$ cat src/hdl/branch_pkg.sv
//////////////////////////////////////////////////////////////////////
// Shared types and constants of the branch execution port.
// Command codes that are not listed decode as not taken.
// Condition codes that are not listed evaluate as never.
// FLUSH_CYCLES must be at least 1.
//////////////////////////////////////////////////////////////////////
package branch_pkg;

	typedef logic [31:0] addr_t;
	typedef logic [5:0]  tag_t;
	typedef logic [4:0]  flags_t;
	typedef logic [9:0]  swi_num_t;

	// Bit positions in flags_t
	localparam int FLAG_Z = 0;
	localparam int FLAG_S = 1;
	localparam int FLAG_C = 2;
	localparam int FLAG_O = 3;
	localparam int FLAG_P = 4;

	typedef enum logic [4:0] {
		CMD_JUMP_ABS = 5'h00,
		CMD_JUMP_REL = 5'h01,
		CMD_INTR_RET = 5'h02,
		CMD_IDTS     = 5'h03,
		CMD_SWI      = 5'h04
	} branch_cmd_t;

	typedef enum logic [3:0] {
		CC_ALWAYS = 4'h0,
		CC_NEVER  = 4'h1,
		CC_EQ     = 4'h2,
		CC_NE     = 4'h3,
		CC_LT     = 4'h4,
		CC_GE     = 4'h5,
		CC_LTU    = 4'h6,
		CC_GEU    = 4'h7,
		CC_NEG    = 4'h8,
		CC_PAR    = 4'h9
	} branch_cc_t;

	typedef enum logic [2:0] {
		RK_NONE = 3'd0,
		RK_JUMP = 3'd1,
		RK_INTR = 3'd2,
		RK_IDTS = 3'd3,
		RK_SWI  = 3'd4
	} redirect_kind_t;

	typedef enum logic [2:0] {
		RS_IDLE,
		RS_REQ,
		RS_WAIT_DROP,
		RS_FLUSH,
		RS_RESTART
	} redirect_state_t;

	typedef struct packed {
		branch_cmd_t cmd;
		branch_cc_t  cc;
		flags_t      flags;
		addr_t       source;
		addr_t       pc;
		tag_t        tag;
	} branch_op_t;

	typedef struct packed {
		redirect_kind_t kind;
		addr_t          target;
		swi_num_t       swi_num;
	} branch_res_t;

	typedef struct packed {
		redirect_kind_t kind;
		addr_t          target;
		tag_t           tag;
		swi_num_t       swi_num;
	} redirect_t;

	typedef struct packed {
		logic valid;
		tag_t tag;
	} completion_t;

	// Pipeline drain time after a redirect
	localparam int FLUSH_CYCLES = 3;
	localparam int FLUSH_CNT_W  = $clog2(FLUSH_CYCLES + 1);

endpackage

$ cat src/hdl/branch_resolve.sv
//////////////////////////////////////////////////////////////////////
// Combinational branch resolver.
// Only the two jump commands look at the condition code. Interrupt
// return, IDTS and SWI always redirect, with the source as target.
// The target is meaningless when the kind is RK_NONE.
//////////////////////////////////////////////////////////////////////
`timescale 1ns/100ps

module branch_resolve (
	input  branch_pkg::branch_op_t  op,
	output branch_pkg::branch_res_t res
);
	import branch_pkg::*;

	logic cond_true;

	always_comb begin
		case (op.cc)
			CC_ALWAYS: cond_true = 1'b1;
			CC_NEVER:  cond_true = 1'b0;
			CC_EQ:     cond_true = op.flags[FLAG_Z];
			CC_NE:     cond_true = !op.flags[FLAG_Z];
			CC_LT:     cond_true = op.flags[FLAG_S] ^ op.flags[FLAG_O];
			CC_GE:     cond_true = !(op.flags[FLAG_S] ^ op.flags[FLAG_O]);
			// Carry set means unsigned borrow
			CC_LTU:    cond_true = op.flags[FLAG_C];
			CC_GEU:    cond_true = !op.flags[FLAG_C];
			CC_NEG:    cond_true = op.flags[FLAG_S];
			CC_PAR:    cond_true = op.flags[FLAG_P];
			default:   cond_true = 1'b0;
		endcase
	end

	always_comb begin
		res.kind    = RK_NONE;
		res.target  = op.source;
		res.swi_num = swi_num_t'(op.source);
		case (op.cmd)
			CMD_JUMP_ABS: begin
				if (cond_true) begin
					res.kind = RK_JUMP;
				end
			end
			CMD_JUMP_REL: begin
				res.target = op.pc + op.source;
				if (cond_true) begin
					res.kind = RK_JUMP;
				end
			end
			CMD_INTR_RET: begin
				res.kind = RK_INTR;
			end
			CMD_IDTS: begin
				res.kind = RK_IDTS;
			end
			CMD_SWI: begin
				res.kind = RK_SWI;
			end
			default: begin
				res.kind = RK_NONE;
			end
		endcase
	end

endmodule

$ cat src/hdl/branch_port.sv
//////////////////////////////////////////////////////////////////////
// Registered branch execute stage.
// An op is taken when op_valid is high and lock is low; the issue
// stage must hold op stable while lock is high.
// Completion and redirect appear one cycle after acceptance.
// lock stays set from a redirecting op until restart.
//////////////////////////////////////////////////////////////////////
`timescale 1ns/100ps

module branch_port (
	input  logic                    iCLOCK,
	input  logic                    inRESET,
	input  logic                    op_valid,
	input  branch_pkg::branch_op_t  op,
	input  branch_pkg::branch_res_t res,
	input  logic                    restart,
	output logic                    lock,
	output branch_pkg::completion_t completion,
	output logic                    redirect_valid,
	output branch_pkg::redirect_t   redirect
);
	import branch_pkg::*;

	logic accept;
	logic redirecting;
	logic stage_valid;
	tag_t stage_tag;

	assign accept      = op_valid && !lock;
	assign redirecting = res.kind != RK_NONE;

	always_ff @(posedge iCLOCK or negedge inRESET) begin
		if (!inRESET) begin
			lock <= 1'b0;
		end else if (restart) begin
			lock <= 1'b0;
		end else if (accept && redirecting) begin
			lock <= 1'b1;
		end
	end

	always_ff @(posedge iCLOCK or negedge inRESET) begin
		if (!inRESET) begin
			stage_valid    <= 1'b0;
			redirect_valid <= 1'b0;
		end else begin
			stage_valid    <= accept;
			redirect_valid <= accept && redirecting;
		end
	end

	// Payload only loads on acceptance
	always_ff @(posedge iCLOCK) begin
		if (accept) begin
			stage_tag        <= op.tag;
			redirect.kind    <= res.kind;
			redirect.target  <= res.target;
			redirect.tag     <= op.tag;
			redirect.swi_num <= res.swi_num;
		end
	end

	assign completion.valid = stage_valid;
	assign completion.tag   = stage_tag;

	// A locked port must not complete anything in the next cycle
	a_no_completion_when_locked: assert property (
		@(posedge iCLOCK) disable iff (!inRESET)
		lock |=> !completion.valid
	) else $error("completion while port was locked");

endmodule

$ cat src/hdl/redirect_fsm.sv
//////////////////////////////////////////////////////////////////////
// Redirect sequencer toward the front end.
// Four-phase handshake: req rises, ack rises, req falls, ack falls.
// Only one redirect is handled at a time; the port lock keeps new
// ones away until restart.
//////////////////////////////////////////////////////////////////////
`timescale 1ns/100ps

module redirect_fsm (
	input  logic                  iCLOCK,
	input  logic                  inRESET,
	input  logic                  redirect_valid,
	input  branch_pkg::redirect_t redirect,
	output logic                  redir_req,
	output branch_pkg::redirect_t redir_data,
	input  logic                  redir_ack,
	output logic                  start,
	input  logic                  done,
	output logic                  restart
);
	import branch_pkg::*;

	redirect_state_t state;
	redirect_state_t state_next;

	always_ff @(posedge iCLOCK or negedge inRESET) begin
		if (!inRESET) begin
			state <= RS_IDLE;
		end else begin
			state <= state_next;
		end
	end

	always_comb begin
		state_next = state;
		case (state)
			RS_IDLE: begin
				if (redirect_valid) begin
					state_next = RS_REQ;
				end
			end
			RS_REQ: begin
				if (redir_ack) begin
					state_next = RS_WAIT_DROP;
				end
			end
			RS_WAIT_DROP: begin
				if (!redir_ack) begin
					state_next = RS_FLUSH;
				end
			end
			RS_FLUSH: begin
				if (done) begin
					state_next = RS_RESTART;
				end
			end
			default: begin
				state_next = RS_IDLE;
			end
		endcase
	end

	always_ff @(posedge iCLOCK) begin
		if (state == RS_IDLE && redirect_valid) begin
			redir_data <= redirect;
		end
	end

	assign redir_req = state == RS_REQ;
	// Timer starts on the cycle ack is seen low again
	assign start     = state == RS_WAIT_DROP && !redir_ack;
	assign restart   = state == RS_RESTART;

	a_req_data_stable: assert property (
		@(posedge iCLOCK) disable iff (!inRESET)
		redir_req ##1 redir_req |-> $stable(redir_data)
	) else $error("redir_data changed during request");

	a_redirect_when_idle: assert property (
		@(posedge iCLOCK) disable iff (!inRESET)
		redirect_valid |-> state == RS_IDLE
	) else $error("redirect arrived while sequencer busy");

endmodule

$ cat src/hdl/flush_timer.sv
//////////////////////////////////////////////////////////////////////
// Pipeline drain timer.
// start loads FLUSH_CYCLES; done pulses for one cycle when the
// count reaches zero. start is only legal while the count is zero.
//////////////////////////////////////////////////////////////////////
`timescale 1ns/100ps

module flush_timer (
	input  logic iCLOCK,
	input  logic inRESET,
	input  logic start,
	output logic done
);
	import branch_pkg::*;

	logic [FLUSH_CNT_W-1:0] count;

	always_ff @(posedge iCLOCK or negedge inRESET) begin
		if (!inRESET) begin
			count <= '0;
			done  <= 1'b0;
		end else begin
			done <= count == FLUSH_CNT_W'(1);
			if (start) begin
				count <= FLUSH_CNT_W'(FLUSH_CYCLES);
			end else if (count != '0) begin
				count <= count - 1'b1;
			end
		end
	end

	a_start_when_idle: assert property (
		@(posedge iCLOCK) disable iff (!inRESET)
		start |-> count == '0
	) else $error("flush timer restarted while running");

endmodule

$ cat src/hdl/branch_unit_top.sv
//////////////////////////////////////////////////////////////////////
// Branch execution unit top.
// Issue side holds op while lock is high. The front end answers
// redir_req with a full four-phase redir_ack cycle.
//////////////////////////////////////////////////////////////////////
`timescale 1ns/100ps

module branch_unit_top (
	input  logic                    iCLOCK,
	input  logic                    inRESET,
	input  logic                    op_valid,
	input  branch_pkg::branch_op_t  op,
	output logic                    lock,
	output branch_pkg::completion_t completion,
	output logic                    redir_req,
	output branch_pkg::redirect_t   redir_data,
	input  logic                    redir_ack
);
	import branch_pkg::*;

	branch_res_t res;
	redirect_t   redirect;
	logic        redirect_valid;
	logic        start;
	logic        done;
	logic        restart;

	branch_resolve i_branch_resolve (
		.op  (op),
		.res (res)
	);

	branch_port i_branch_port (
		.iCLOCK         (iCLOCK),
		.inRESET        (inRESET),
		.op_valid       (op_valid),
		.op             (op),
		.res            (res),
		.restart        (restart),
		.lock           (lock),
		.completion     (completion),
		.redirect_valid (redirect_valid),
		.redirect       (redirect)
	);

	redirect_fsm i_redirect_fsm (
		.iCLOCK         (iCLOCK),
		.inRESET        (inRESET),
		.redirect_valid (redirect_valid),
		.redirect       (redirect),
		.redir_req      (redir_req),
		.redir_data     (redir_data),
		.redir_ack      (redir_ack),
		.start          (start),
		.done           (done),
		.restart        (restart)
	);

	flush_timer i_flush_timer (
		.iCLOCK  (iCLOCK),
		.inRESET (inRESET),
		.start   (start),
		.done    (done)
	);

endmodule

$ cat config.mk
export PLATFORM = sky130hd
export DESIGN_NAME = branch_unit_top
export DESIGN_NICKNAME = d
export VERILOG_FILES = /design/src/hdl/branch_pkg.sv /design/src/hdl/branch_resolve.sv /design/src/hdl/branch_port.sv /design/src/hdl/redirect_fsm.sv /design/src/hdl/flush_timer.sv /design/src/hdl/branch_unit_top.sv
export SDC_FILE = /design/constraint.sdc
export NUM_CORES = 1
export LEC_CHECK = 0
export BUFFER_PORTS_ARGS = -buffer_cell sky130_fd_sc_hd__buf_2
export CAP_MARGIN = 20
export CORE_MARGIN = 2
export CORE_UTILIZATION = 35
export DETAILED_ROUTE_END_ITERATION = 10
export PLACE_DENSITY = 0.55
export SKIP_CTS_REPAIR_TIMING = 1
export SYNTH_ARGS = -nofsm -noshare
export SYNTH_HDL_FRONTEND = slang
export SYNTH_SLANG_ARGS = --single-unit
$ cat constraint.sdc
create_clock -name iCLOCK -period 11.25 [get_ports iCLOCK]
set_input_delay 1.125 -clock iCLOCK [delete_from_list [all_inputs] [get_ports iCLOCK]]
set_output_delay 1.125 -clock iCLOCK [all_outputs]
set_load 0.01 [all_outputs]
### Word level (Yosys, flattened, before mapping)

Index checks and enable logic that the tools add are counted.

| word-level totals | value |
|---|---|
| bits in registers | 111 |
| bits in latches | 0 |
| bits in writable memories | 0 |
| ROM bits | 0 |
| input bits | 88 |
| output and inout port bits | 60 |
| memories kept | 0 |

| cells by class | value |
|---|---|
| add/sub/neg operators | 2 |
| $mul | 0 |
| div/mod/pow operators | 0 |
| order comparisons | 0 |
| eq/ne operators | 21 |
| shift-type cells | 0 |
| muxes and demuxes | 13 |
| bitwise logic cells | 1 |
| reduce and logical (&&, ||, !) cells | 18 |

Operators by type and width:

| kind | count |
|---|---|
| adder 32 bit | 1 |
| 2-to-1 mux 32 bit | 1 |
| one-hot mux 3 bit (4 select lines) | 2 |
| == test 4 x 3 -> 1 bit, second input constant | 4 |
| 2-to-1 mux 3 bit | 4 |
| == test 5 x 2 -> 1 bit, second input constant | 2 |
| one-hot mux 1 bit (9 select lines) | 1 |
| == test 4 x 2 -> 1 bit, second input constant | 2 |
| == test 4 bit, second input constant | 2 |
| == test 3 x 2 -> 1 bit, second input constant | 2 |
| nonzero test 2 bit | 3 |
| == test 5 x 1 -> 1 bit, second input constant | 1 |
| == test 5 x 3 -> 1 bit, second input constant | 1 |
| logical NOT 1 bit | 5 |
| logical NOT 5 bit | 1 |
| logical AND 1 bit | 4 |
| logical NOT 4 bit | 1 |
| 2-to-1 mux 2 bit | 2 |
| != test 2 x 1 -> 1 bit, second input constant | 2 |
| != test 2 bit, second input constant | 2 |
| AND reduction 4 bit | 1 |
| == test 3 x 1 -> 1 bit, second input constant | 1 |
| == test 3 bit, second input constant | 1 |
| logical NOT 3 bit | 1 |
| 6 further kinds | 8 |

### Depth between registers and ports, before layout

Gate-level depths: netlist of the first run.

| logic depth | value |
|---|---|
| depth after elaboration | 9 |
| gate-level depth with buffers | 12 |
| mapped depth without buffers | 12 |

### Hierarchy

From an unflattened synthesis of the first run, not the netlist that was laid out.

| second synthesis, totals | value |
|---|---|
| cells, all modules | 502 |
| area, all modules | 5864.4 um^2 |

By module, submodules not included:

| module | instances | cells each | area an instance (um^2) | sequential area each (um^2) |
|---|---|---|---|---|
| branch_resolve | 1 | 354 | 2304.7 | 0.0 |
| redirect_fsm | 1 | 71 | 1731.7 | 1606.5 |
| branch_port | 1 | 66 | 1692.9 | 1606.5 |
| flush_timer | 1 | 11 | 135.1 | 75.1 |

### Worst setup path before layout of the first run

No wires, ideal clock.

| timing path | value |
|---|---|
| path kind | register -> register |
| start point | register i_redirect_fsm.state[1] |
| end point | register, netlist name i_redirect_fsm.redir_data[0] |
| arrival | 5.889 ns |
| path slack | 4.757 ns |
| cell stages (with the launch flop) | 3 |
| path buffers | 1 |
| period minus slack after synthesis | 6.493 ns |
| cells stage by stage | dfrtp_1 > clkbuf_1 > nor4b_1 |

| on the way | value |
|---|---|
| longest elaborated chain between the ends | 2 |

RTL lines:

| element | line | RTL |
|---|---|---|
| from (decl) | redirect_fsm.sv:23 | `redirect_state_t state;` |
| from (signal assigned) | redirect_fsm.sv:30 | `state <= state_next;` |
| logical NOT 3 bit | redirect_fsm.sv:64 | `if (state == RS_IDLE && redirect_valid) begin` |
| logical AND 1 bit | redirect_fsm.sv:64 |  |

Every way passes these cells.
A chain may end at the register's enable or synchronous reset.

==> metrics.txt, run 1 <==
initial antenna violation count=0; clock tree from TritonCTS=yes; I/O Pins=148; final worst-path cycle share=32.4%; Lkg Pwr=2.89 nW; WL met3=667 µm; DIE WIDTH=131 µm; vias in the first global route=3987; nature of the critical path endpoint=register; ys flop type=edfxtp_1; Mapped Area=5630 µm²; fraction of layout cells with a size suffix above 1=29.2%; Crit Path Category=in -> reg; Max IR drop VDD=70.6 µV; RSZ-0062 raised after global routing=no; row count=46; Worst Path Arrival=3.72 ns; clock sink count=111; Core Area=15800 µm²; post-layout minimum cycle time=3.64 ns; HPWL Detailed=9560 µm; EDFF count, synth=102; DR iter-0 viols=196; reported max-cap violation count=0; total power=1.07 mW; CP Launch Type=primary input; Setup TNS=0 ns; Placed Area=6550 µm²; Final Skew=0.00572 ns; fin. max-slew vios=0; area grow syn2layout=21.7%; sequential cell area fraction in the yosys report=58.4%; first-pass GRT wire length=19900 µm; DR vias=4058; CP max FO=3; root buffer cell=clkbuf_16; Initial Utilization=35.6%; I/O Buffers=147; Final nets=726; antenna fix cells=0; setup violators final=0; Global Route Usage Sum=15.2%; CP required=11.33 ns; M1 wire length=5960 µm; Die H=131 µm; yosys warns=0; DRC=0; Post-Route WL=12900 µm; largest net degree at the start of global routing=52; PwrDens=157 nW/µm²; htree depth=3; Hold Path Class=reg -> reg; Netlist cell types=57; Max Used Layer=met4; cell area after layout=6860 µm²; Syn Area/Cell=12.2 µm²; final hold violations=0; post-synthesis cell count=462; DRT Pass-1 Iters=4; status=complete, no violations; Synthesized Nets=584; Tightest Pin Transition=0.700 ns; Bufs on Longest Clock Path=2; fmax=0.275 GHz; Antenna Violating Nets Remaining=0; RD Place Congestion=0.881; Avg Vias per Cell=4.92; Num CTS Buffers=9; Max-slew headroom=53.3%; routed length per instance=15.6 µm; Worst-Skew Late Latency=0.35 ns; Seq cells post-synth=111; Clock Pin Slew Worst Setup and Hold Paths=0.08 ns; total gr overflow=0; asr flop ratio synth=8.11%; die area=17100 µm²; met2 wire len=6000 µm
==> through the flow <==
stage | hold WS [ns] | cells | utilization, % | worst slack, ns
6_report | 0.417 | 825 | 43.3 | 7.61
5_1_grt | 0.424 | 825 | 43.3 | 7.40
4_1_cts | 0.421 | 825 | 43.3 | 7.66
3_5_place_dp | 0.405 | 809 | 41.4 | 7.29
3_3_place_gp | 0.400 | 809 | 41.4 | 7.31
2_1_floorplan | 0.400 | 462 | - | 4.76
==> state kept, by name, summed over array words and instances (netlist names) <==
register and count:
i_branch_port.lock 1, i_branch_port.redirect 51, i_branch_port.redirect_valid 1, i_branch_port.stage_valid 1
i_flush_timer.count 2, i_flush_timer.done 1, i_redirect_fsm.redir_data 51, i_redirect_fsm.state 3
==> cell families after synthesis <==
kind of cell | synth area share [%]
AOI/OAI and AO/OA | 16.1
and+or+nand+nor | 10.1
DFF | 58.4
adders and majority gates | 7.69
buffers and inverters | 3.18
xor gates and xnor gates | 4.20
muxes | 0.378
==> cells in the final DEF (no fill, tap or decap), types with 3 or more instances in the layout <==
cell type  Yosys  final
edfxtp_1     102    102
nor3_1         4      4
o31ai_1        8      8
ha_1          33     33
xnor2_1       13     13
nor3b_1        3      3
and3_1         4      4
buf_2          1    147
nand2_1       50     50
dfrtp_1        9      9
nor2_1        21     21
a31oi_1        5      5
clkbuf_16      0      9
a221oi_1       3      3
a21o_1        22     22
nor2b_1        4      3
and2_1         6      6
nand2b_1       5      5
o21a_1         5      5
o21ai_1        5      5
xor2_1        14     14
o21ai_0       34     34
inv_1         14     14
o211ai_1       7      7
buf_4          8      3
nand3_1        8      8
a21oi_1       28     28
a211oi_1       4      4
==> power breakdown <==
| part | total (mW) | internal (mW) | leakage [nW] | switching, mW |
|---|---|---|---|---|
| sequential | 0.541 | 0.517 | 1.05 | 0.0237 |
| clock | 0.329 | 0.176 | 0.145 | 0.153 |
| combinational | 0.205 | 0.0827 | 1.69 | 0.122 |
| total | 1.07 | 0.776 | 2.89 | 0.299 |
==> critical path: stages <==
cell	delay (ns)
buf_2	0.10
ha_1	0.21
inv_1	0.07
fa_1	0.19
nor2b_1	0.05
o21ai_0	0.18
a21oi_1	0.15
o31ai_1	0.45
a21oi_1	0.18
o21ai_1	0.18
o211ai_1	0.23
a2111oi_0	0.50
a211oi_1	0.08
==> final cells by class <==
type / count / area, µm²
Fill cell: 1522 / 8970
Sequential cell: 111 / 3290
Multi-Input combinational cell: 318 / 2180
Timing Repair Buffer: 150 / 758
Tap cell: 216 / 270
Clock buffer: 9 / 225
Clock inverter: 7 / 81.3
Inverter: 14 / 52.6
==> routing by layer <==
metal  global-route usage (%)  vias up
met2                     24.4      117
li1                         -     2026
met5                        0        -
met4                     5.82        0
met1                     20.8     1895
met3                     2.40       20
==> final timing paths <==
path,startpoint,endpoint,slack (ns),cells past startpoint
setup / recovery,op[6],i_branch_port.redirect[46],7.61,13
hold / removal,i_branch_port.redirect[21],i_redirect_fsm.redir_data[21],0.42,0
setup reg to reg,i_branch_port.lock,i_branch_port.redirect[21],9.31,2
hold reg to reg,i_branch_port.redirect[21],i_redirect_fsm.redir_data[21],0.42,0
max in group asynchronous,inRESET,i_flush_timer.count[0],10.45,1
min in group asynchronous,inRESET,i_redirect_fsm.state[1],0.61,1
==> cell usage after synthesis, types with 5 or more instances <==
cell type | instances | area, µm²
ha_1 | 33 | 413
xnor2_1 | 13 | 114
dfrtp_1 | 9 | 225
a31oi_1 | 5 | 31.3
and2_1 | 6 | 37.5
o21ai_0 | 34 | 170
o31ai_1 | 8 | 60.1
buf_4 | 8 | 60.1
o21a_1 | 5 | 37.5
nor2_1 | 21 | 78.8
nand2b_1 | 5 | 31.3
a21o_1 | 22 | 165
o21ai_1 | 5 | 25.0
nand2_1 | 50 | 188
nand3_1 | 8 | 40.0
inv_1 | 14 | 52.6
edfxtp_1 | 102 | 3060
xor2_1 | 14 | 123
o211ai_1 | 7 | 52.6
a21oi_1 | 28 | 140
clkbuf_1 | 6 | 22.5
No activity file was read; power rests on OpenSTA's default activity.
==> run 2, diff against run 1 <==
--- a/config.mk
+++ b/config.mk
@@ -10,7 +10,7 @@
 export CORE_MARGIN = 2
 export CORE_UTILIZATION = 35
 export DETAILED_ROUTE_END_ITERATION = 10
-export PLACE_DENSITY = 0.55
+export PLACE_DENSITY = 0.57
 export SKIP_CTS_REPAIR_TIMING = 1
 export SYNTH_ARGS = -nofsm -noshare
 export SYNTH_HDL_FRONTEND = slang
==> constraint.sdc (replaced) <==
create_clock -name iCLOCK -period 3.18 [get_ports iCLOCK]
set_input_delay 0.318 -clock iCLOCK [delete_from_list [all_inputs] [get_ports iCLOCK]]
set_output_delay 0.318 -clock iCLOCK [all_outputs]
set_load 0.01 [all_outputs]
==> run 2 against run 1 <==
First-iteration DRC count grew 74%. Clock power rose to 3.2 times the previous value. Routed wire length fell by 1.6%. Cell count rose by 1.5%. Core utilization increased by 0.51 points. Critical path type unchanged. Global-route usage shrank 0.22 points. Non-clock buffer count increased by 12. Critical path depth is the same. Via count rose by 0.15%. Largest cell class unchanged. Register-to-register slack worse by 7.8 ns. Sequential power rose to 3.5 times the previous value. Clock skew rose by 0.0023 ns. Largest power group unchanged.
==> metrics.txt, run 2 (synthesis gave the netlist of run 1 again) <==
Die H=131 µm; antenna fix cells=0; HPWL Detailed=9820 µm; I/O Pins=148; Max-slew headroom=46.7%; DIE WIDTH=131 µm; largest net degree at the start of global routing=30; Core Area=15800 µm²; final non-filler cell total=837; RSZ-0062 raised after global routing=no; nature of the critical path endpoint=register; first-pass GRT wire length=19700 µm; CP required=3.26 ns; Lkg Pwr=2.94 nW; Worst-Skew Late Latency=0.35 ns; clock sink count=111; clock tree from TritonCTS=yes; vias in the first global route=3965; placed insts=820; DRC=0; final hold violations=0; Placed Area=6650 µm²; Initial Utilization=35.6%; Post-Route WL=12700 µm; htree depth=3; routed length per instance=15.1 µm; die area=17100 µm²; PwrDens=535 nW/µm²; fin. max-slew vios=0; Setup TNS=0 ns; Tightest Pin Transition=0.798 ns; Final nets=738; most common cell after layout, fill and taps aside=buf_2; Worst Path Arrival=2.85 ns; root buffer cell=clkbuf_16; Avg Vias per Cell=4.86; DR iter-0 viols=342; Hold Path Class=in -> reg; Antenna Violating Nets Remaining=0; Global Route Usage Sum=15.0%; final worst-path cycle share=87.1%; fmax=0.361 GHz; fraction of layout cells with a size suffix above 1=30.1%; biggest regs=i_branch_port.redirect: 51 flops, i_redirect_fsm.redir_data: 51 flops, i_redirect_fsm.state: 3 flops; fin util=43.8%; DR vias=4064; Bufs on Longest Clock Path=2; most frequent cells in the layout=buf_2, edfxtp_1, nand2_1, o21ai_0, ha_1; initial antenna violation count=0; I/O Buffers=147; Final Skew=0.00806 ns; Max IR drop VDD=201 µV; total gr overflow=0; DRT Pass-1 Iters=4; CP max FO=3; cell area after layout=6940 µm²; reported max-cap violation count=0; Clock Pin Slew Worst Setup and Hold Paths=0.07 ns; area grow syn2layout=23.1%; setup violators final=0; post-layout minimum cycle time=2.77 ns; CP Launch Type=primary input; Crit Path Category=in -> reg; RD Place Congestion=0.851; row count=46; Num CTS Buffers=9; status=complete, no violations
-- run 2: cell types whose count changed in the layout (fill, tap and decap cells not counted), sizes merged --
cell         before  now
bufinv            1    0
dlygate4sd3       0    1
clkinv            2    4
buf             150  161
clkinvlp          2    0
clkbuf            9   10
-- run 2: final timing paths --
| kind | startpoint | end | slack, ns | depth (start not counted) |
|---|---|---|---|---|
| min in group asynchronous | inRESET | i_flush_timer.done | 0.35 | 2 |
| setup / recovery | op[38] | i_branch_port.redirect[46] | 0.41 | 13 |
| hold reg to reg | i_branch_port.redirect[5] | i_redirect_fsm.redir_data[5] | 0.42 | 0 |
| setup reg to reg | i_branch_port.lock | i_branch_port.redirect[15] | 1.50 | 2 |
| hold / removal | op[3] | i_branch_port.redirect[13] | 0.14 | 1 |
| max in group asynchronous | inRESET | i_redirect_fsm.state[1] | 2.65 | 2 |
-- run 2: where the power goes --
| part | total [mW] | internal, mW | leakage (nW) | switching (mW) |
|---|---|---|---|---|
| clock | 1.04 | 0.536 | 0.135 | 0.506 |
| sequential | 1.92 | 1.83 | 1.05 | 0.0871 |
| combinational | 0.749 | 0.317 | 1.75 | 0.432 |
| total | 3.71 | 2.68 | 2.94 | 1.03 |
-- run 2: layer usage --
metal,vias up,track usage [%],share of wire [%]
met1,1874,20.5,48
met2,119,23.7,46
li1,2053,-,-
met4,0,6.63,2.3
met3,18,2.28,4.1
met5,-,0,0
-- run 2: metrics by stage --
stage	power (mW)	hold slack, ns	setup slack [ns]
floorplan	2.44	0.0224	0.409
global placement	2.68	0.173	0.0689
global route	3.92	0.120	0.0941
finish	3.71	0.140	0.411
CTS	3.76	-0.207	0.387
detailed placement	2.70	0.180	0.0279
-- run 2: worst max-delay path, cell delays in order --
cell and delay [ns]:
buf_2 0.12, ha_1 0.20, inv_1 0.07, fa_1 0.21
nor2b_1 0.06, o21ai_0 0.22, a21oi_1 0.14, o31ai_1 0.45
a21oi_1 0.20, o21ai_1 0.18, o211ai_1 0.15, a2111oi_0 0.44
a211oi_1 0.10
-- run 2: final cells by class --
class	instances	area, µm²
Fill cell	1512	8890
Clock inverter	6	43.8
Timing Repair Buffer	162	863
Sequential cell	111	3290
Clock buffer	10	229
Inverter	14	52.6
Tap cell	216	270
Multi-Input combinational cell	318	2190
